File: src/design/cache_pkg.sv
/*
 * Cache package
 * Line geometry, address fields, fixed AXI burst fields and the
 * shared types of the single-line direct-mapped data cache
 */
package cache_pkg;

    // ------------------------------------------------------------------
    // Line geometry and address split
    // ------------------------------------------------------------------
    localparam int LINE_WORDS = 16;
    localparam int OFFSET_W   = 2;
    localparam int INDEX_W    = 4;
    // Tag is everything above word index and byte offset
    localparam int TAG_W      = 32 - INDEX_W - OFFSET_W;
    localparam int BURST_LEN  = LINE_WORDS - 1;

    typedef logic [31:0]        addr_t;
    typedef logic [31:0]        word_t;
    typedef logic [3:0]         strb_t;
    typedef logic [INDEX_W-1:0] index_t;
    typedef logic [TAG_W-1:0]   tag_t;

    // ------------------------------------------------------------------
    // AXI field types and constant burst fields
    // ------------------------------------------------------------------
    typedef logic [1:0] axi_resp_t;
    typedef logic [7:0] axi_len_t;
    typedef logic [2:0] axi_size_t;
    typedef logic [1:0] axi_burst_t;
    typedef logic [3:0] axi_id_t;

    localparam axi_len_t   AXI_LEN        = axi_len_t'(BURST_LEN);
    // 4 bytes per beat
    localparam axi_size_t  AXI_SIZE_WORD  = 3'b010;
    localparam axi_burst_t AXI_BURST_INCR = 2'b01;
    localparam axi_id_t    AXI_ID_ZERO    = '0;
    localparam axi_resp_t  AXI_RESP_OKAY  = 2'b00;
    localparam strb_t      STRB_FULL      = 4'b1111;

    // Miss handling states
    typedef enum logic [1:0] {IDLE, WRITEBACK, REFILL} cache_state_t;

endpackage

File: src/design/burst_req_if.sv
/*
 * Burst request link between cache controller and AXI burst engine
 * One write-back or refill request per start strobe
 */
`timescale 1ns/10ps

interface burst_req_if
    import cache_pkg::*;
();

    // Request, from the controller
    logic   start;
    logic   is_write;
    addr_t  base;

    // Progress and refill data, from the engine
    logic   busy;
    logic   done;
    index_t beat_index;
    logic   rbeat;
    word_t  rdata;
    // Qualified by done
    logic   resp_err;

    modport ctrl (
        output start, is_write, base,
        input  busy, done, beat_index, rbeat, rdata, resp_err
    );

    modport engine (
        input  start, is_write, base,
        output busy, done, beat_index, rbeat, rdata, resp_err
    );

endinterface

File: src/design/cache_line_ram.sv
/*
 * Cache line storage
 * LINE_WORDS words, asynchronous read, byte-masked synchronous write
 */
`timescale 1ns/10ps

module cache_line_ram
    import cache_pkg::*;
(
    input  logic   aclk,
    // Read port
    input  index_t rd_index,
    output word_t  rd_data,
    // Write port, shared by CPU merges and refill beats
    input  logic   wr_en,
    input  index_t wr_index,
    input  word_t  wr_data,
    input  strb_t  wr_strb
);

    word_t mem [LINE_WORDS];

    // Combinational read for zero-latency hits
    assign rd_data = mem[rd_index];

    // ------------------------------------------------------------------
    // Byte merge write
    // ------------------------------------------------------------------
    always_ff @(posedge aclk) begin
        if (wr_en) begin
            for (int b = 0; b < $bits(strb_t); b++) begin
                // Only enabled lanes change
                if (wr_strb[b]) begin
                    mem[wr_index][8*b +: 8] <= wr_data[8*b +: 8];
                end
            end
        end
    end

endmodule

File: src/design/cache_ctrl.sv
/*
 * Cache controller
 * Holds tag, valid and dirty state, detects hits, raises stall and
 * sequences write-back and refill bursts on a miss
 */
`timescale 1ns/10ps

module cache_ctrl
    import cache_pkg::*;
(
    input  logic      aclk,
    input  logic      rst_n,
    // CPU request
    input  addr_t     address,
    input  word_t     write_data,
    input  strb_t     byte_enable,
    input  logic      read_enable,
    input  logic      write_enable,
    output logic      stall,
    output logic      bus_error,
    // Line RAM control
    output index_t    ram_rd_index,
    output index_t    ram_wr_index,
    output logic      ram_wr_en,
    output word_t     ram_wr_data,
    output strb_t     ram_wr_strb,
    // Burst engine request
    burst_req_if.ctrl burst
);

    cache_state_t state;
    cache_state_t state_d;
    tag_t         line_tag;
    logic         line_valid;
    logic         line_dirty;
    logic         err_q;

    tag_t         req_tag;
    index_t       req_index;
    logic         wr_req;
    logic         any_req;
    logic         hit;
    logic         miss;
    logic         cpu_wr_hit;
    logic         refill_done;

    // ------------------------------------------------------------------
    // Request decode and hit detection
    // ------------------------------------------------------------------
    assign req_tag   = address[31 -: TAG_W];
    assign req_index = address[OFFSET_W +: INDEX_W];

    // Write with no byte lanes is no request at all
    assign wr_req  = write_enable & (|byte_enable);
    assign any_req = read_enable | wr_req;

    assign hit  = line_valid && (line_tag == req_tag);
    assign miss = any_req & ~hit;

    // Stall from the request cycle of a miss until back in IDLE
    assign stall = (state != IDLE) | miss;

    assign cpu_wr_hit  = (state == IDLE) && hit && wr_req;
    assign refill_done = (state == REFILL) && burst.done;
    assign bus_error   = err_q;

    // ------------------------------------------------------------------
    // Miss FSM and burst requests
    // ------------------------------------------------------------------
    always_comb begin
        state_d        = state;
        burst.start    = 1'b0;
        burst.is_write = 1'b0;
        // Refill base by default, block aligned
        burst.base     = {req_tag, {(INDEX_W + OFFSET_W){1'b0}}};
        case (state)
            IDLE: begin
                if (miss && !burst.busy) begin
                    burst.start    = 1'b1;
                    burst.is_write = line_dirty;
                    if (line_dirty) begin
                        // Old block goes back first
                        burst.base = {line_tag, {(INDEX_W + OFFSET_W){1'b0}}};
                        state_d    = WRITEBACK;
                    end else begin
                        state_d = REFILL;
                    end
                end
            end
            WRITEBACK: begin
                // Refill issued in the same cycle the write-back ends
                if (burst.done && !burst.busy) begin
                    burst.start = 1'b1;
                    state_d     = REFILL;
                end
            end
            REFILL: begin
                if (burst.done) begin
                    state_d = IDLE;
                end
            end
            default: state_d = IDLE;
        endcase
    end

    // ------------------------------------------------------------------
    // Line RAM port steering
    // ------------------------------------------------------------------
    // Write-back walks the line with the engine beat counter
    assign ram_rd_index = (state == WRITEBACK) ? burst.beat_index : req_index;

    always_comb begin
        if (state == REFILL) begin
            ram_wr_en    = burst.rbeat;
            ram_wr_index = burst.beat_index;
            ram_wr_data  = burst.rdata;
            ram_wr_strb  = STRB_FULL;
        end else begin
            // CPU merge on write hit
            ram_wr_en    = cpu_wr_hit;
            ram_wr_index = req_index;
            ram_wr_data  = write_data;
            ram_wr_strb  = byte_enable;
        end
    end

    // ------------------------------------------------------------------
    // State registers
    // ------------------------------------------------------------------
    always_ff @(posedge aclk) begin
        if (!rst_n) begin
            state      <= IDLE;
            line_valid <= 1'b0;
            line_dirty <= 1'b0;
            err_q      <= 1'b0;
        end else begin
            state <= state_d;
            if (refill_done) begin
                line_valid <= 1'b1;
                line_dirty <= 1'b0;
            end else if (cpu_wr_hit) begin
                line_dirty <= 1'b1;
            end
            // Sticky until reset
            if (burst.done && burst.resp_err) begin
                err_q <= 1'b1;
            end
        end
    end

    // New tag takes effect with the last refill beat
    always_ff @(posedge aclk) begin
        if (refill_done) begin
            line_tag <= req_tag;
        end
    end

endmodule

File: src/design/axi_burst_engine.sv
/*
 * AXI burst engine
 * Runs one full-line INCR burst per request, write-back on AW/W/B or
 * refill on AR/R, and counts beats through the line
 */
`timescale 1ns/10ps

module axi_burst_engine
    import cache_pkg::*;
(
    input  logic        aclk,
    input  logic        rst_n,
    // Line data for write-back beats
    input  word_t       wdata,
    burst_req_if.engine burst,
    // Write address and data
    output addr_t       awaddr,
    output logic        awvalid,
    input  logic        awready,
    output word_t       wdata_out,
    output logic        wlast,
    output logic        wvalid,
    input  logic        wready,
    // Write response
    input  axi_resp_t   bresp,
    input  logic        bvalid,
    output logic        bready,
    // Read address and data
    output addr_t       araddr,
    output logic        arvalid,
    input  logic        arready,
    input  word_t       rdata_in,
    input  logic        rlast,
    input  logic        rvalid,
    output logic        rready
);

    typedef enum logic [1:0] {PH_IDLE, PH_ADDR, PH_DATA, PH_RESP} phase_t;

    phase_t phase_q;
    phase_t phase_d;
    index_t beat_q;
    index_t beat_d;
    logic   is_write_q;
    addr_t  addr_q;
    logic   load;

    // ------------------------------------------------------------------
    // Channel outputs
    // ------------------------------------------------------------------
    assign awaddr  = addr_q;
    assign araddr  = addr_q;
    assign awvalid = (phase_q == PH_ADDR) && is_write_q;
    assign arvalid = (phase_q == PH_ADDR) && !is_write_q;

    assign wdata_out = wdata;
    assign wvalid    = (phase_q == PH_DATA) && is_write_q;
    assign wlast     = wvalid && (beat_q == index_t'(LINE_WORDS - 1));
    // Response wait follows the last W beat
    assign bready    = (phase_q == PH_RESP);
    assign rready    = (phase_q == PH_DATA) && !is_write_q;

    // ------------------------------------------------------------------
    // Controller side
    // ------------------------------------------------------------------
    assign burst.beat_index = beat_q;
    assign burst.rbeat      = rvalid && rready;
    assign burst.rdata      = rdata_in;
    // B handshake for a write, last R handshake for a read
    assign burst.done       = ((phase_q == PH_RESP) && bvalid) || (burst.rbeat && rlast);
    assign burst.resp_err   = (phase_q == PH_RESP) && (bresp != AXI_RESP_OKAY);
    // Drops in the done cycle so a follow-on request can start
    assign burst.busy       = (phase_q != PH_IDLE) && !burst.done;

    assign load = burst.start && !burst.busy;

    // Phase sequence and beat counter
    always_comb begin
        phase_d = phase_q;
        beat_d  = beat_q;
        case (phase_q)
            PH_IDLE: phase_d = PH_IDLE;
            PH_ADDR: begin
                if ((awvalid && awready) || (arvalid && arready)) begin
                    phase_d = PH_DATA;
                end
            end
            PH_DATA: begin
                if (wvalid && wready) begin
                    beat_d = beat_q + index_t'(1);
                    if (wlast) begin
                        phase_d = PH_RESP;
                    end
                end
                if (burst.rbeat) begin
                    beat_d = beat_q + index_t'(1);
                    if (rlast) begin
                        phase_d = PH_IDLE;
                    end
                end
            end
            PH_RESP: begin
                if (bvalid) begin
                    phase_d = PH_IDLE;
                end
            end
            default: phase_d = PH_IDLE;
        endcase
        // New request restarts from beat 0
        if (load) begin
            phase_d = PH_ADDR;
            beat_d  = '0;
        end
    end

    always_ff @(posedge aclk) begin
        if (!rst_n) begin
            phase_q <= PH_IDLE;
            beat_q  <= '0;
        end else begin
            phase_q <= phase_d;
            beat_q  <= beat_d;
        end
    end

    // Request capture
    always_ff @(posedge aclk) begin
        if (load) begin
            is_write_q <= burst.is_write;
            addr_q     <= burst.base;
        end
    end

endmodule

File: src/design/cache_top.sv
/*
 * Single-line direct-mapped data cache, top level
 * CPU load/store port on one side, AXI master on the other
 */
`timescale 1ns/10ps

module cache_top
    import cache_pkg::*;
(
    input  logic       aclk,
    input  logic       rst_n,
    // CPU port
    input  addr_t      address,
    input  word_t      write_data,
    input  strb_t      byte_enable,
    input  logic       read_enable,
    input  logic       write_enable,
    output word_t      read_data,
    output logic       stall,
    output logic       bus_error,
    // AXI write address
    output axi_id_t    awid,
    output addr_t      awaddr,
    output axi_len_t   awlen,
    output axi_size_t  awsize,
    output axi_burst_t awburst,
    output logic       awvalid,
    input  logic       awready,
    // AXI write data and response
    output word_t      wdata,
    output strb_t      wstrb,
    output logic       wlast,
    output logic       wvalid,
    input  logic       wready,
    input  axi_resp_t  bresp,
    input  logic       bvalid,
    output logic       bready,
    // AXI read address and data
    output axi_id_t    arid,
    output addr_t      araddr,
    output axi_len_t   arlen,
    output axi_size_t  arsize,
    output axi_burst_t arburst,
    output logic       arvalid,
    input  logic       arready,
    input  word_t      rdata,
    input  logic       rlast,
    input  logic       rvalid,
    output logic       rready
);

    index_t ram_rd_index;
    index_t ram_wr_index;
    logic   ram_wr_en;
    word_t  ram_wr_data;
    strb_t  ram_wr_strb;
    word_t  ram_rd_data;

    burst_req_if burst ();

    // ------------------------------------------------------------------
    // Fixed burst fields, full line per burst
    // ------------------------------------------------------------------
    assign awid    = AXI_ID_ZERO;
    assign arid    = AXI_ID_ZERO;
    assign awlen   = AXI_LEN;
    assign arlen   = AXI_LEN;
    assign awsize  = AXI_SIZE_WORD;
    assign arsize  = AXI_SIZE_WORD;
    assign awburst = AXI_BURST_INCR;
    assign arburst = AXI_BURST_INCR;
    // Byte masking is done inside the line
    assign wstrb   = STRB_FULL;

    // Hit data straight from the line read port
    assign read_data = ram_rd_data;

    cache_line_ram i_line_ram (
        .aclk     (aclk),
        .rd_index (ram_rd_index),
        .rd_data  (ram_rd_data),
        .wr_en    (ram_wr_en),
        .wr_index (ram_wr_index),
        .wr_data  (ram_wr_data),
        .wr_strb  (ram_wr_strb)
    );

    cache_ctrl i_ctrl (
        .aclk         (aclk),
        .rst_n        (rst_n),
        .address      (address),
        .write_data   (write_data),
        .byte_enable  (byte_enable),
        .read_enable  (read_enable),
        .write_enable (write_enable),
        .stall        (stall),
        .bus_error    (bus_error),
        .ram_rd_index (ram_rd_index),
        .ram_wr_index (ram_wr_index),
        .ram_wr_en    (ram_wr_en),
        .ram_wr_data  (ram_wr_data),
        .ram_wr_strb  (ram_wr_strb),
        .burst        (burst.ctrl)
    );

    axi_burst_engine i_engine (
        .aclk      (aclk),
        .rst_n     (rst_n),
        .wdata     (ram_rd_data),
        .burst     (burst.engine),
        .awaddr    (awaddr),
        .awvalid   (awvalid),
        .awready   (awready),
        .wdata_out (wdata),
        .wlast     (wlast),
        .wvalid    (wvalid),
        .wready    (wready),
        .bresp     (bresp),
        .bvalid    (bvalid),
        .bready    (bready),
        .araddr    (araddr),
        .arvalid   (arvalid),
        .arready   (arready),
        .rdata_in  (rdata),
        .rlast     (rlast),
        .rvalid    (rvalid),
        .rready    (rready)
    );

endmodule

File: config.mk
export PLATFORM = sky130hd
export DESIGN_NAME = cache_top
export DESIGN_NICKNAME = d
export VERILOG_FILES = /design/src/design/cache_pkg.sv /design/src/design/burst_req_if.sv /design/src/design/cache_line_ram.sv /design/src/design/cache_ctrl.sv /design/src/design/axi_burst_engine.sv /design/src/design/cache_top.sv
export SDC_FILE = /design/constraint.sdc
export NUM_CORES = 1
export LEC_CHECK = 0
export BUFFER_PORTS_ARGS = -buffer_cell sky130_fd_sc_hd__buf_2
export CAP_MARGIN = 20
export CORE_ASPECT_RATIO = 0.5
export CORE_UTILIZATION = 49
export CTS_CLUSTER_DIAMETER = 60
export CTS_CLUSTER_SIZE = 14
export DETAILED_ROUTE_END_ITERATION = 8
export HOLD_SLACK_MARGIN = 0.06
export MAX_ROUTING_LAYER = met4
export PLACE_DENSITY = 0.68
export SLEW_MARGIN = 20
export SYNTH_ARGS = -nofsm -noshare
export SYNTH_HDL_FRONTEND = slang
export SYNTH_HIERARCHICAL = 1
export SYNTH_SLANG_ARGS = --single-unit
File: constraint.sdc
create_clock -name aclk -period 4.2 [get_ports aclk]
set_clock_uncertainty 0.15 [all_clocks]
set_input_delay 0.42 -clock aclk [delete_from_list [all_inputs] [get_ports aclk]]
set_output_delay 0.42 -clock aclk [all_outputs]
set_load 0.005 [all_outputs]
# Word level (Yosys, flattened, before mapping)
# Memory sizes are Yosys's and may differ from the RTL's.
# Index checks and enable logic that the tools add are counted.
dict set report word_totals {
  in_bits 112
  word_cells 111
  mem_bits_rw 512
  regBits 70
  output_inout_bits 174
  mem_count 1
}
# name words width rd rd_clocked_by_memory_dff write_ports line
set mem_list {}
lappend mem_list {i_line_ram.mem 16 32 1 0 1 cache_line_ram.sv:21} ;# word_t mem [LINE_WORDS];
dict set report classes {
  addsub 1
  bitwise 6
  n_reduce_logical 40
  n_eq_ne 14
  mux 38
}
# cell count
set op_table {}
lappend op_table {{2-to-1 mux 32 bit} 4}
lappend op_table {{equality test 26 bit} 1}
lappend op_table {{logical AND 1 bit} 21}
lappend op_table {{2-to-1 mux 2 bit} 10}
lappend op_table {{2-to-1 mux 4 bit} 5}
lappend op_table {{2-to-1 mux 1 bit} 16}
lappend op_table {{one-hot mux 2 bit (4 select lines)} 1}
lappend op_table {{AND reduction 2 bit} 4}
lappend op_table {{nonzero test 2 bit} 4}
lappend op_table {{equality test 2 bit (second input constant)} 3}
lappend op_table {{inequality test 2 bit (second input constant)} 3}
lappend op_table {{inequality test 3 x 2 -> 1 bit (second input constant)} 2}
lappend op_table {{one-hot mux 2 bit (3 select lines)} 1}
lappend op_table {{adder 4 x 1 -> 4 bit (second input constant)} 1}
lappend op_table {{equality test 2 x 1 -> 1 bit (second input constant)} 2}
lappend op_table {{equality test 4 bit (second input constant)} 1}
lappend op_table {{zero test 2 bit} 2}
lappend op_table {{inequality test 2 x 1 -> 1 bit (second input constant)} 2}
lappend op_table {{OR reduction 2 bit} 2}
lappend op_table {{OR reduction 4 bit} 1}
lappend op_table {{zero test 1 bit} 3}
lappend op_table {{AND reduction 3 bit} 1}
lappend op_table {{bitwise AND 1 bit} 2}
lappend op_table {{logical OR 1 bit} 2}
lappend op_table {{other kinds (3)} 5}

# Depth between registers and ports, before layout
# Gate-level depths: netlist (run 1).
dict set report logic_depth {
  word_depth 14
  ltp_mapped 12
  ltp_nobuf 11
}

# Modules after synthesis
# The synthesis (run 1) kept the hierarchy.
# module cells_each area_per_inst_um2 seq_area_each_um2 instances
set modules_own_cells {}
lappend modules_own_cells {cache_line_ram 877 19458.7 15374.7 1}
lappend modules_own_cells {cache_ctrl 184 2240.9 880.8 1}
lappend modules_own_cells {axi_burst_engine 190 2189.6 1111.1 1}
lappend modules_own_cells {cache_top 40 292.8 0.0 1}

# Worst setup path before layout (run 1)
# OpenSTA, ideal clock, no wires.
dict set report synth_timing {
  path_type {register to register}
  start {reg i_engine.phase_q[0]}
  end {reg i_engine.phase_q[1]}
  stages_incl_launch_ff 12
  period_less_slack_ps 3252
  arrival_time_ps 2979
  required_time_ps 3928
  path_slack_ps 948
  setup_time_ps 122
  n_path_buf 1
  cell_sequence {dfxtp_1 > inv_1 > ha_1 > buf_2 > and4b_1 > or2_2 > nor2_1 > or4_1 > o21ai_0 > o31a_1 > nand2b_4 > a21oi_1}
}
dict set report synth_via {
  elab_chain_len 13
  word_cells_on_any_way 36
  classes_between {eq/ne (5); mux (8); reduce/logical (23)}
}
# element line
set synth_rtl {}
lappend synth_rtl {{start: declaration} axi_burst_engine.sv:40} ;# phase_t phase_q;
lappend synth_rtl {{start signal: assignment} axi_burst_engine.sv:121} ;# phase_q <= phase_d;
lappend synth_rtl {{equality test 2 bit} axi_burst_engine.sv:61} ;# assign rready = (phase_q == PH_DATA) && !is_write_q;
lappend synth_rtl {{logical AND 1 bit} axi_burst_engine.sv:61}
lappend synth_rtl {{logical AND 1 bit} axi_burst_engine.sv:67} ;# assign burst.rbeat = rvalid && rready;
lappend synth_rtl {{logical AND 1 bit} axi_burst_engine.sv:70} ;# assign burst.done = ((phase_q == PH_RESP) && bvalid) || (burst.rbeat && rlast);
lappend synth_rtl {{logical OR 1 bit (*)} axi_burst_engine.sv:70}
lappend synth_rtl {{named net burst.done} burst_req_if.sv:18} ;# logic done;
lappend synth_rtl {{zero test 1 bit (*)} axi_burst_engine.sv:73} ;# assign burst.busy = (phase_q != PH_IDLE) && !burst.done;
lappend synth_rtl {{logical AND 1 bit (*)} axi_burst_engine.sv:73}
lappend synth_rtl {{named net burst.busy} burst_req_if.sv:17} ;# logic busy;
lappend synth_rtl {{zero test 1 bit (*)} {cache_ctrl.sv:78, cache_ctrl.sv:92}}
lappend synth_rtl {{logical AND 1 bit (on tied branches)} {cache_ctrl.sv:92, cache_ctrl.sv:78}}
lappend synth_rtl {{2-to-1 mux 1 bit (on tied branches)} {cache_ctrl.sv:92, cache_ctrl.sv:78}}
lappend synth_rtl {{one-hot mux 1 bit (2 select lines) (*)} cache_ctrl.sv:76} ;# case (state)
lappend synth_rtl {{named net burst.start} burst_req_if.sv:12} ;# logic start;
lappend synth_rtl {{logical AND 1 bit (*)} axi_burst_engine.sv:75} ;# assign load = burst.start && !burst.busy;
lappend synth_rtl {{named net i_engine.load} axi_burst_engine.sv:46} ;# logic load;
lappend synth_rtl {{OR reduction 2 bit (no source line) (*)} n/a}
# Mark *: on every way through the listed nets, which the timed path passes. The rest lies on a longest branch.
# A chain may end at the register's enable or synchronous reset.

# Worst setup path after layout (run 1)
dict set report layout_timing {
  start {reg i_ctrl.state[0]}
  end {out wdata[28]}
}
dict set report layout_via {
  elab_chain_len 3
}
# element line
set layout_rtl {}
lappend layout_rtl {{start: declaration} cache_ctrl.sv:31} ;# cache_state_t state;
lappend layout_rtl {{start signal: assignment} cache_ctrl.sv:137} ;# state <= state_d;
lappend layout_rtl {{equality test 2 x 1 -> 1 bit} cache_ctrl.sv:110} ;# assign ram_rd_index = (state == WRITEBACK) ? burst.beat_index : req_index;
lappend layout_rtl {{2-to-1 mux 4 bit} cache_ctrl.sv:110}
lappend layout_rtl {{named net ram_rd_index[0]} cache_top.sv:52} ;# index_t ram_rd_index;
lappend layout_rtl {{memory read (16 x 32 bit)} n/a}
lappend layout_rtl {{end: declaration} cache_top.sv:30} ;# output word_t wdata,
# The timed path passes the listed nets, and every way through them passes these cells.

==> impl_metrics.ini, run 1 <==
[logic_synthesis]
synth_edf_count = 571
synth_ff_type = edfxtp_1
synth_cells = 1291
synth_seq_area_share_pct = 71.8
synth.most_common_cell = edfxtp_1
avgSynthCellArea_um2 = 18.7
netlist.area_leader.share_pct = 70.9
netlist_area_um2 = 24200
ys_ff_latch = 582
synth.area.top_cells = edfxtp_1 (71%), mux4_2 (12%), buf_4 (4.7%)
async_reset_ff_share_pct = 0
synthDominantAreaCellType = edfxtp_1
synthDistinctLibCells = 43
synth_warnings = 6
ys_top_cells_by_count = edfxtp_1 (571), buf_4 (150), mux4_2 (128)

[pwr]
pwr-share-clk_pct = 34.9
seq_power_share_pct = 57.5
p_switching_mw = 2.39
combPwrFrac_pct = 7.5
leakage_nw = 9.34
swShare_pct = 21.1
p_int_mw = 8.94
ir_drop_mv = 0.335
cellPowerDensity_nw_per_um2 = 414

[critical_path]
r2r_setup_slack_ns = 0.84
critPathLaunchType = register
timing.rr.end = i_line_ram/mem[3][27]$_DFFE_PP_
path_class = register to output port
crit_path_end_kind = output port
arrival_ns = 3.34
rr_worst_depth = 8
cp_max_fo = 38
crit_path_cell_trace = nor2b_1 > mux2_8 > buf_4 > mux4_2 > a22oi_1 > nand2_1 > buf_2
critical_path.slowest_cell = mux2_8
r2r_start = i_ctrl/line_tag[22]$_DFFE_PP_
required_ns = 3.63
crit_path_max_incr_delay_ns = 0.55

[die]
core_area_um2 = 48600
die_y_um = 159
rows = 57
die_x_um = 316
io_pins = 286
dieArea_um2 = 50300
start_util_pct = 49.7

[global_routing]
grtUsageTotal_pct = 20.5
antenna_found_initial = 0
overflow = 0
grt_start_max_net_pins = 65
grt_pass1_vias = 12700
grt_pass1_wl_um = 75200

[drt]
drtAntennaViolNets = 0
avgViaCountPerCell = 5.56
drc = 0
top_layer = met4
drt-pass1-iter-count = 5
vias = 12300
wl_met1_um = 21200
wl_met3_um = 3090
avgRoutedWirePerCell_um = 22.4
totalWireLength_um = 49600
drt_iter0_markers = 1144
wl_met2_um = 24600

[min_path]
min_from = bresp[0]
hold_path_class = primary input to register
hold_path_depth = 4
hold_end = i_ctrl/bus_error$_SDFFE_PN0P_

[sta]
rsz0062_at_grt = false
min_period_ns = 3.91
timing.final.crit_share_pct = 93.1
setup_viol = 0
slew_headroom_pct = 46.2
hold_viol_final = 0
fin_setup_tns_ns = 0
maxSlewViolCount = 0
clock.fmax_mhz = 256
tightest_slew_ns = 0.807

[clocking]
clockRootBuffer = clkbuf_16
clk_latency_ns = 0.57
cts_resized = 0
cts_tree = built
cts_hold_buf = 27
clk_path_buf_depth = 3
cts_buffers = 47
htree_levels = 2
cts.sinks = 582
cts.clk_slew.worst_paths_ns = 0.07
cts_setup_buffers = 0

[final_layout]
fin_util_pct = 56.3
syn_to_final_growth_pct = 13.2
final_layout_size_suffix_gt1_share_pct = 37.7
finish.net_count = 1660

[place]
dpl.hpwl_um = 33100
numPortBuffers = 245
gp_congestion = 0.789

[job]
cap_violations = 0

[status]
status = finished, final reports clean
==> critical path: cells and delay by family (launching register included) <==
family | cells | cell delay, ns
AND/OR/NAND/NOR | 2 | 0.48
AO/OA/AOI/OAI | 1 | 0.26
buffers and inverters | 2 | 0.48
flip-flops | 1 | 0.44
multiplexers | 2 | 1.08
==> metal layers <==
layer	GRT usage, %	up-vias
met3	3.39	64
met2	32.9	455
li1	-	5413
met5	-	-
met4	3.87	0
met1	28.2	6351
==> metrics by stage <==
step	setup slack, ns	hold slack, ns	instance area [um^2]	total power [mW]	std cells
6_report	0.291	0.0867	27400	11.3	2211
5_1_grt	0.0834	0.107	27400	11.7	2210
4_1_cts	0.205	0.0634	27400	11.4	2210
3_5_place_dp	0.774	0.313	25800	7.48	2116
3_3_place_gp	0.846	0.318	25800	7.45	2116
2_1_floorplan	0.948	0.290	24300	7.25	1332
==> worst max-delay path by stage <==
| stage | startpoint | end | slack, ns |
|---|---|---|---|
| after floorplan | i_engine/phase_q[0]$_SDFFE_PN0P_ | i_engine/phase_q[1]$_SDFFE_PP0P_ | 0.95 |
| after global placement | address[25] | i_line_ram/mem[15][0]$_DFFE_PP_ | 0.85 |
| after detailed placement | address[25] | i_line_ram/mem[3][29]$_DFFE_PP_ | 0.77 |
| after CTS | i_ctrl/state[0]$_SDFFE_PN0P_ | wdata[28] | 0.20 |
| after global routing | i_ctrl/state[0]$_SDFFE_PN0P_ | wdata[28] | 0.08 |
| final | i_ctrl/state[0]$_SDFFE_PN0P_ | wdata[28] | 0.29 |
==> kinds of logic after synthesis <==
kind of cell	share of synthesized area [%]
compound gates	2.75
xor+xnor	1.05
fa+ha+maj	0.259
simple gates	3.34
flops	71.8
other cells	0.0466
mux	15.1
buf+inv	5.65
==> area by class of cell <==
class,instances,area [um^2]
antenna,1,2.50
clock buffer,64,1260
clock inverter,3,33.8
fill,3624,21300
inverter,10,37.5
multi-input combinational,543,5640
sequential,582,17400
tap,649,812
timing repair buffer,359,2220
==> power groups by stage <==
stage	Sequential (mW)	Combinational (mW)	Clock, mW
3_5_place_dp	6.64	0.839	0
3_3_place_gp	6.64	0.808	0
6_report	6.52	0.854	3.96
5_1_grt	6.52	0.924	4.26
2_1_floorplan	6.64	0.603	0
4_1_cts	6.52	0.860	4.05
==> flip-flops by register name (all words and copies together), names as in the netlist <==
register / cells
i_ctrl/bus_error: 1
i_ctrl/line_dirty: 1
i_ctrl/line_tag: 26
i_ctrl/line_valid: 1
i_ctrl/state: 2
i_engine/araddr: 32
i_engine/burst.beat_index: 4
i_engine/is_write_q: 1
i_engine/phase_q: 2
i_line_ram/mem: 512
==> placed cells by master, fill, tap and decap left out, drive strengths merged, types with 2 or more instances in the layout <==
| cell type | netlist | layout |
|---|---|---|
| clkbuf | 24 | 64 |
| edfxtp | 571 | 571 |
| dfxtp | 11 | 11 |
| nor4 | 2 | 2 |
| mux4 | 128 | 128 |
| clkinv | 0 | 2 |
| xnor2 | 18 | 18 |
| nand4 | 6 | 6 |
| xor2 | 11 | 11 |
| a22oi | 65 | 65 |
| dlygate4sd3 | 0 | 27 |
| inv | 10 | 11 |
| o21ai | 4 | 4 |
| o21a | 2 | 2 |
| buf | 173 | 332 |
| mux2 | 67 | 67 |
| and2 | 5 | 5 |
| nand2 | 51 | 51 |
| and3 | 2 | 2 |
| nand3 | 14 | 14 |
| conb | 3 | 44 |
| nor3 | 3 | 3 |
| a22o | 3 | 3 |
| nor2 | 77 | 77 |
| or2 | 5 | 5 |
| ha | 5 | 5 |
| nor2b | 12 | 12 |
| o311ai | 2 | 2 |
| or4 | 2 | 2 |
| a21oi | 6 | 6 |
Note: power is estimated with default switching activity, not from simulation.
==> run 2, diff against run 1 <==
SYNTH_HIERARCHICAL = not set   (was 1)
==> run 2 against run 1 <==
Against the previous run:
- first-iteration DRC count rose by 5.5%
- critical path type unchanged
- routed wire length rose by 5.5%
- largest power group unchanged
- global-route usage rose by 0.79 points
- core utilization fell by 0.11 points
- sequential cell count fell by 6
==> impl_metrics.ini, run 2 <==
[status]
status = finished, final reports clean

[pwr]
p_int_mw = 9.09
combPwrFrac_pct = 9.8
ir_drop_mv = 0.320
power_mw = 11.8
cellPowerDensity_nw_per_um2 = 432
pwr-share-clk_pct = 34.0
seq_power_share_pct = 56.2
leakage_nw = 10.1
p_switching_mw = 2.74
swShare_pct = 23.1

[critical_path]
path_class = register to output port
cp_max_fo = 32
arrival_ns = 3.37
crit_path_end_kind = output port
r2r_setup_slack_ns = 0.93
critPathLaunchType = register
required_ns = 3.63

[drt]
drt_iter0_markers = 1207
drt-pass1-iter-count = 7
avgViaCountPerCell = 5.50
avgRoutedWirePerCell_um = 21.1
drc = 0
drtAntennaViolNets = 0
totalWireLength_um = 52400
vias = 13600

[die]
dieArea_um2 = 50400
io_pins = 286
start_util_pct = 49.8
core_area_um2 = 48700
die_y_um = 159
rows = 57
die_x_um = 317

[final_layout]
finish.net_count = 1929
top_register = i_line_ram.mem
final_layout_size_suffix_gt1_share_pct = 21.2
layout_commonest_cell = edfxtp_1
largest_reg_flops = 512
layout_common_cells = edfxtp_1 (565), buf_2 (233), mux2i_1 (227)
syn_to_final_growth_pct = 12.9
fin_util_pct = 56.2
fin_cells = 2481
finalInstanceArea_um2 = 27400

[global_routing]
grt_util_met3_pct = 3.66
grt.busiest_layer = met2
grt_start_max_net_pins = 81
overflow = 0
grt_pass1_vias = 13100
antenna_found_initial = 1
use_met2_pct = 33.1
met1_usage_pct = 29.3
grt_pass1_wl_um = 78000
grtUsageTotal_pct = 21.3

[logic_synthesis]
async_reset_ff_share_pct = 0
synth.area.top_cells = edfxtp_1 (70%), mux2i_1 (9.4%), buf_4 (3.7%)
ys_top_cells_by_count = edfxtp_1 (565), mux2i_1 (228), nand2_1 (184)
netlist.area_leader.share_pct = 70.0
avgSynthCellArea_um2 = 15.3
synth_seq_area_share_pct = 70.9
synthDistinctLibCells = 47
synth_edf_count = 565
netlist_area_um2 = 24200
synth.most_common_cell = edfxtp_1
synth_cells = 1584
ys_ff_latch = 576
synth_ff_type = edfxtp_1
synthDominantAreaCellType = edfxtp_1
synth_warnings = 0

[min_path]
hold_path_class = primary input to register

[clocking]
htree_levels = 2
cts.sinks = 576
clockRootBuffer = clkbuf_16
cts.clk_slew.worst_paths_ns = 0.07
cts_resized = 0
clk_latency_ns = 0.60
cts_buffers = 47
cts_tree = built
clk_path_buf_depth = 3

[sta]
slew_headroom_pct = 28.5
hold_viol_final = 0
min_period_ns = 3.94
timing.final.crit_share_pct = 93.7
fin_setup_tns_ns = 0
maxSlewViolCount = 0
clock.fmax_mhz = 254
fin_hold_ws_ns = 0.0850
setup_viol = 0
tightest_slew_ns = 1.07
rsz0062_at_grt = false
setup_slack_ns = 0.264

[place]
post-place-cells = 2385
postPlaceCellArea_um2 = 25800
numPortBuffers = 233
dp_slack_ns = 0.885
gp_congestion = 0.819
dpl.hpwl_um = 33600

[job]
cap_violations = 0
[run 2: path summary, 6_finish.rpt]
check                                start                              end  cells past startpoint
max           i_ctrl.state[1]$_SDFFE_PN0P_                         wdata[3]                      8
min reg2reg  i_ctrl.bus_error$_SDFFE_PN0P_    i_ctrl.bus_error$_SDFFE_PN0P_                      1
max reg2reg   i_ctrl.state[0]$_SDFFE_PN0P_  i_line_ram.mem[5][21]$_DFFE_PP_                      6
min                               bresp[0]    i_ctrl.bus_error$_SDFFE_PN0P_                      4
[run 2: area by class of cell]
cell class	count	area, um^2
Sequential cell	576	17200
Multi-Input combinational cell	863	6040
Fill cell	3777	21300
Timing Repair Buffer	321	1980
Antenna cell	1	2.50
Clock buffer	65	1260
Tap cell	649	812
Inverter	3	11.3
Clock inverter	3	66.3
[run 2: per-layer routing]
metal,share of wire [%],vias to the layer above,wire length [um]
met2,47,468,24700
met3,7.2,76,3750
met4,2.4,0,1260
met1,43,6743,22700
li1,-,6349,-
met5,0,-,0
[run 2: power by group through the flow]
stage               Combinational, mW  Sequential, mW  Clock (mW)
finish                           1.16            6.65        4.02
global route                     1.27            6.65        4.32
CTS                              1.17            6.65        4.09
detailed placement               1.15            6.77           0
global placement                 1.12            6.77           0
floorplan                       0.765            6.76           0
[run 2: cell families after synthesis]
family          after synthesis  synth area share (%)
xor+xnor                     29                  1.05
compound gates              201                  6.13
mux                         257                  10.8
buf+inv                     193                  5.17
other cells                   2                0.0310
simple gates                321                  5.71
flops                       576                  70.9
fa+ha+maj                     5                 0.258
[run 2: critical path, stage by stage (launching register included)]
cell and delay [ns]:
dfxtp_1 0.42, nand2b_1 0.20, buf_4 0.24, mux2i_4 0.78, buf_12 0.33, mux2i_1 0.21, o22ai_1 0.11, a211o_1 0.34
buf_2 0.14
[run 2: what timing repair did]
action                                 CTS  global route
setup endpoints to repair                0             0
hold buffers                            27             0
endpoints found under the hold margin   58             0
buffers inserted                         0             0
==> run 3, diff against run 2 <==
PLACE_DENSITY = 0.69   (was 0.68)
==> run 3 against run 2 <==
Against the previous run:
- setup slack improved by 0.050 ns
- largest power group unchanged
- first-iteration DRC count decreased by 7.5%
- hold slack improved by 0.012 ns
- critical path depth fell by 1
- register-to-register slack gained 0.08 ns
==> impl_metrics.ini, run 3 (synthesis results as in run 2) <==
[clocking]
clockRootBuffer = clkbuf_16
cts_buffers = 47
clk_path_buf_depth = 3
clk_latency_ns = 0.58
cts.clk_slew.worst_paths_ns = 0.07
cts_tree = built
cts.sinks = 576
htree_levels = 2
cts_setup_buffers = 0

[pwr]
power_mw = 11.8
ir_drop_mv = 0.307
leakage_nw = 10.2
cellPowerDensity_nw_per_um2 = 431

[critical_path]
cp-startpoint = i_ctrl.state[0]$_SDFFE_PN0P_
crit_top_cell = buf_4
cp_max_fo = 17
timing.rr.end = i_line_ram.mem[0][21]$_DFFE_PP_
r2r_setup_slack_ns = 1.01
critical_path_cell_count = 7
crit_path_end_kind = output port
cp.buffers_inverters = 3
required_ns = 3.63
rr_worst_depth = 4
arrival_ns = 3.32
critical-path-top-delay-family = compound AO/OA/AOI/OAI gates
critPathCapture = read_data[8]
crit_path_max_incr_delay_ns = 0.81
critical_path.slowest_cell = o21ai_2
crit_path_cell_trace = nand2b_1 > buf_4 > o21ai_2 > buf_4 > a222oi_1 > a211o_1 > buf_2
path_class = register to output port
r2r_start = i_ctrl.state[0]$_SDFFE_PN0P_
critPathLaunchType = register

[drt]
drc = 0
wl_met1_um = 23500
top_layer = met4
drt_iter0_markers = 1117
vias = 13700
drt-pass1-iter-count = 8
wl_met3_um = 3110
wl_met2_um = 25600
avgViaCountPerCell = 5.51
avgRoutedWirePerCell_um = 21.4
totalWireLength_um = 53200
drtAntennaViolNets = 0

[global_routing]
grt_pass1_vias = 13100
antenna_found_initial = 0
grt_pass1_wl_um = 79200
overflow = 0
grt_start_max_net_pins = 65
grtUsageTotal_pct = 21.6

[final_layout]
insertedDiodeCount = 0
largest_reg_flops = 512
fillers = 3809
finalInstanceArea_um2 = 27500
finish.net_count = 1939
syn_to_final_growth_pct = 13.3
layout_commonest_cell = edfxtp_1
fin_util_pct = 56.4
final_layout_size_suffix_gt1_share_pct = 21.8
layout_common_cells = edfxtp_1 (565), buf_2 (233), mux2i_1 (227)
top_register = i_line_ram.mem

[status]
status = finished, final reports clean

[sta]
hold_viol_final = 0
min_period_ns = 3.89
maxSlewViolCount = 0
rsz0062_at_grt = false
timing.final.crit_share_pct = 92.5
setup_viol = 0
clock.fmax_mhz = 257
tightest_slew_ns = 1.01
fin_setup_tns_ns = 0
slew_headroom_pct = 32.9

[die]
die_x_um = 317
start_util_pct = 49.8
io_pins = 286
core_area_um2 = 48700
die_y_um = 159
dieArea_um2 = 50400
rows = 57

[place]
dpl.hpwl_um = 34000
postPlaceCellArea_um2 = 25900
numPortBuffers = 233
gp_congestion = 0.852

[min_path]
hold_path_class = primary input to register

[job]
cap_violations = 0
run 3: worst min-delay path: cells and delay by family:
family | cells | cell delay, ns
AO/OA/AOI/OAI | 3 | 0.31
buffers and inverters | 1 | 0.07
run 3: how the worst min path moves through the flow:
stage | start | to | slack (ns) | cells after the start
after floorplan | i_ctrl.line_valid$_SDFFE_PN0P_ | i_ctrl.line_valid$_SDFFE_PN0P_ | 0.29 | 1
after global placement | i_ctrl.bus_error$_SDFFE_PN0P_ | i_ctrl.bus_error$_SDFFE_PN0P_ | 0.29 | 1
after detailed placement | i_ctrl.bus_error$_SDFFE_PN0P_ | i_ctrl.bus_error$_SDFFE_PN0P_ | 0.30 | 1
after CTS | bresp[0] | i_ctrl.bus_error$_SDFFE_PN0P_ | 0.09 | 4
after global routing | bresp[0] | i_ctrl.bus_error$_SDFFE_PN0P_ | 0.14 | 4
final | bresp[0] | i_ctrl.bus_error$_SDFFE_PN0P_ | 0.1 | 4
run 3: layer usage:
| metal | GRT usage [%] | vias up |
|---|---|---|
| met2 | 34.0 | 468 |
| met1 | 29.8 | 6803 |
| met5 | - | - |
| li1 | - | 6372 |
| met3 | 3.52 | 71 |
| met4 | 5.09 | 0 |
run 3: stage by stage:
step / worst slack, ns / instances / hold WS [ns]
after floorplan: 0.566 / 1632 / 0.290
after global placement: 0.739 / 2394 / 0.294
after detailed placement: 0.867 / 2395 / 0.297
after CTS: 0.390 / 2491 / 0.0897
after global routing: 0.238 / 2491 / 0.143
final: 0.314 / 2491 / 0.0967
run 3: timing repair:
action,in CTS,in global routing
resized for setup,0,0
hold endpoints to repair,58,0
hold buffers,27,0
run 3: final cells by class:
type,count,area (um^2),area share [%]
clock inverters,3,66.3,0.241
multi-input cells,863,6070,22.1
clock buffers,66,1270,4.62
repair buffers,331,2060,7.51
inverters,3,11.3,0.0410
flip-flops and latches,576,17200,62.6
well taps,649,812,2.96
run 3: where the power goes:
part | total [mW] | switching (mW) | internal [mW]
combinational | 1.18 | 0.800 | 0.378
clock | 4.02 | 1.92 | 2.10
sequential | 6.65 | 0.0300 | 6.62
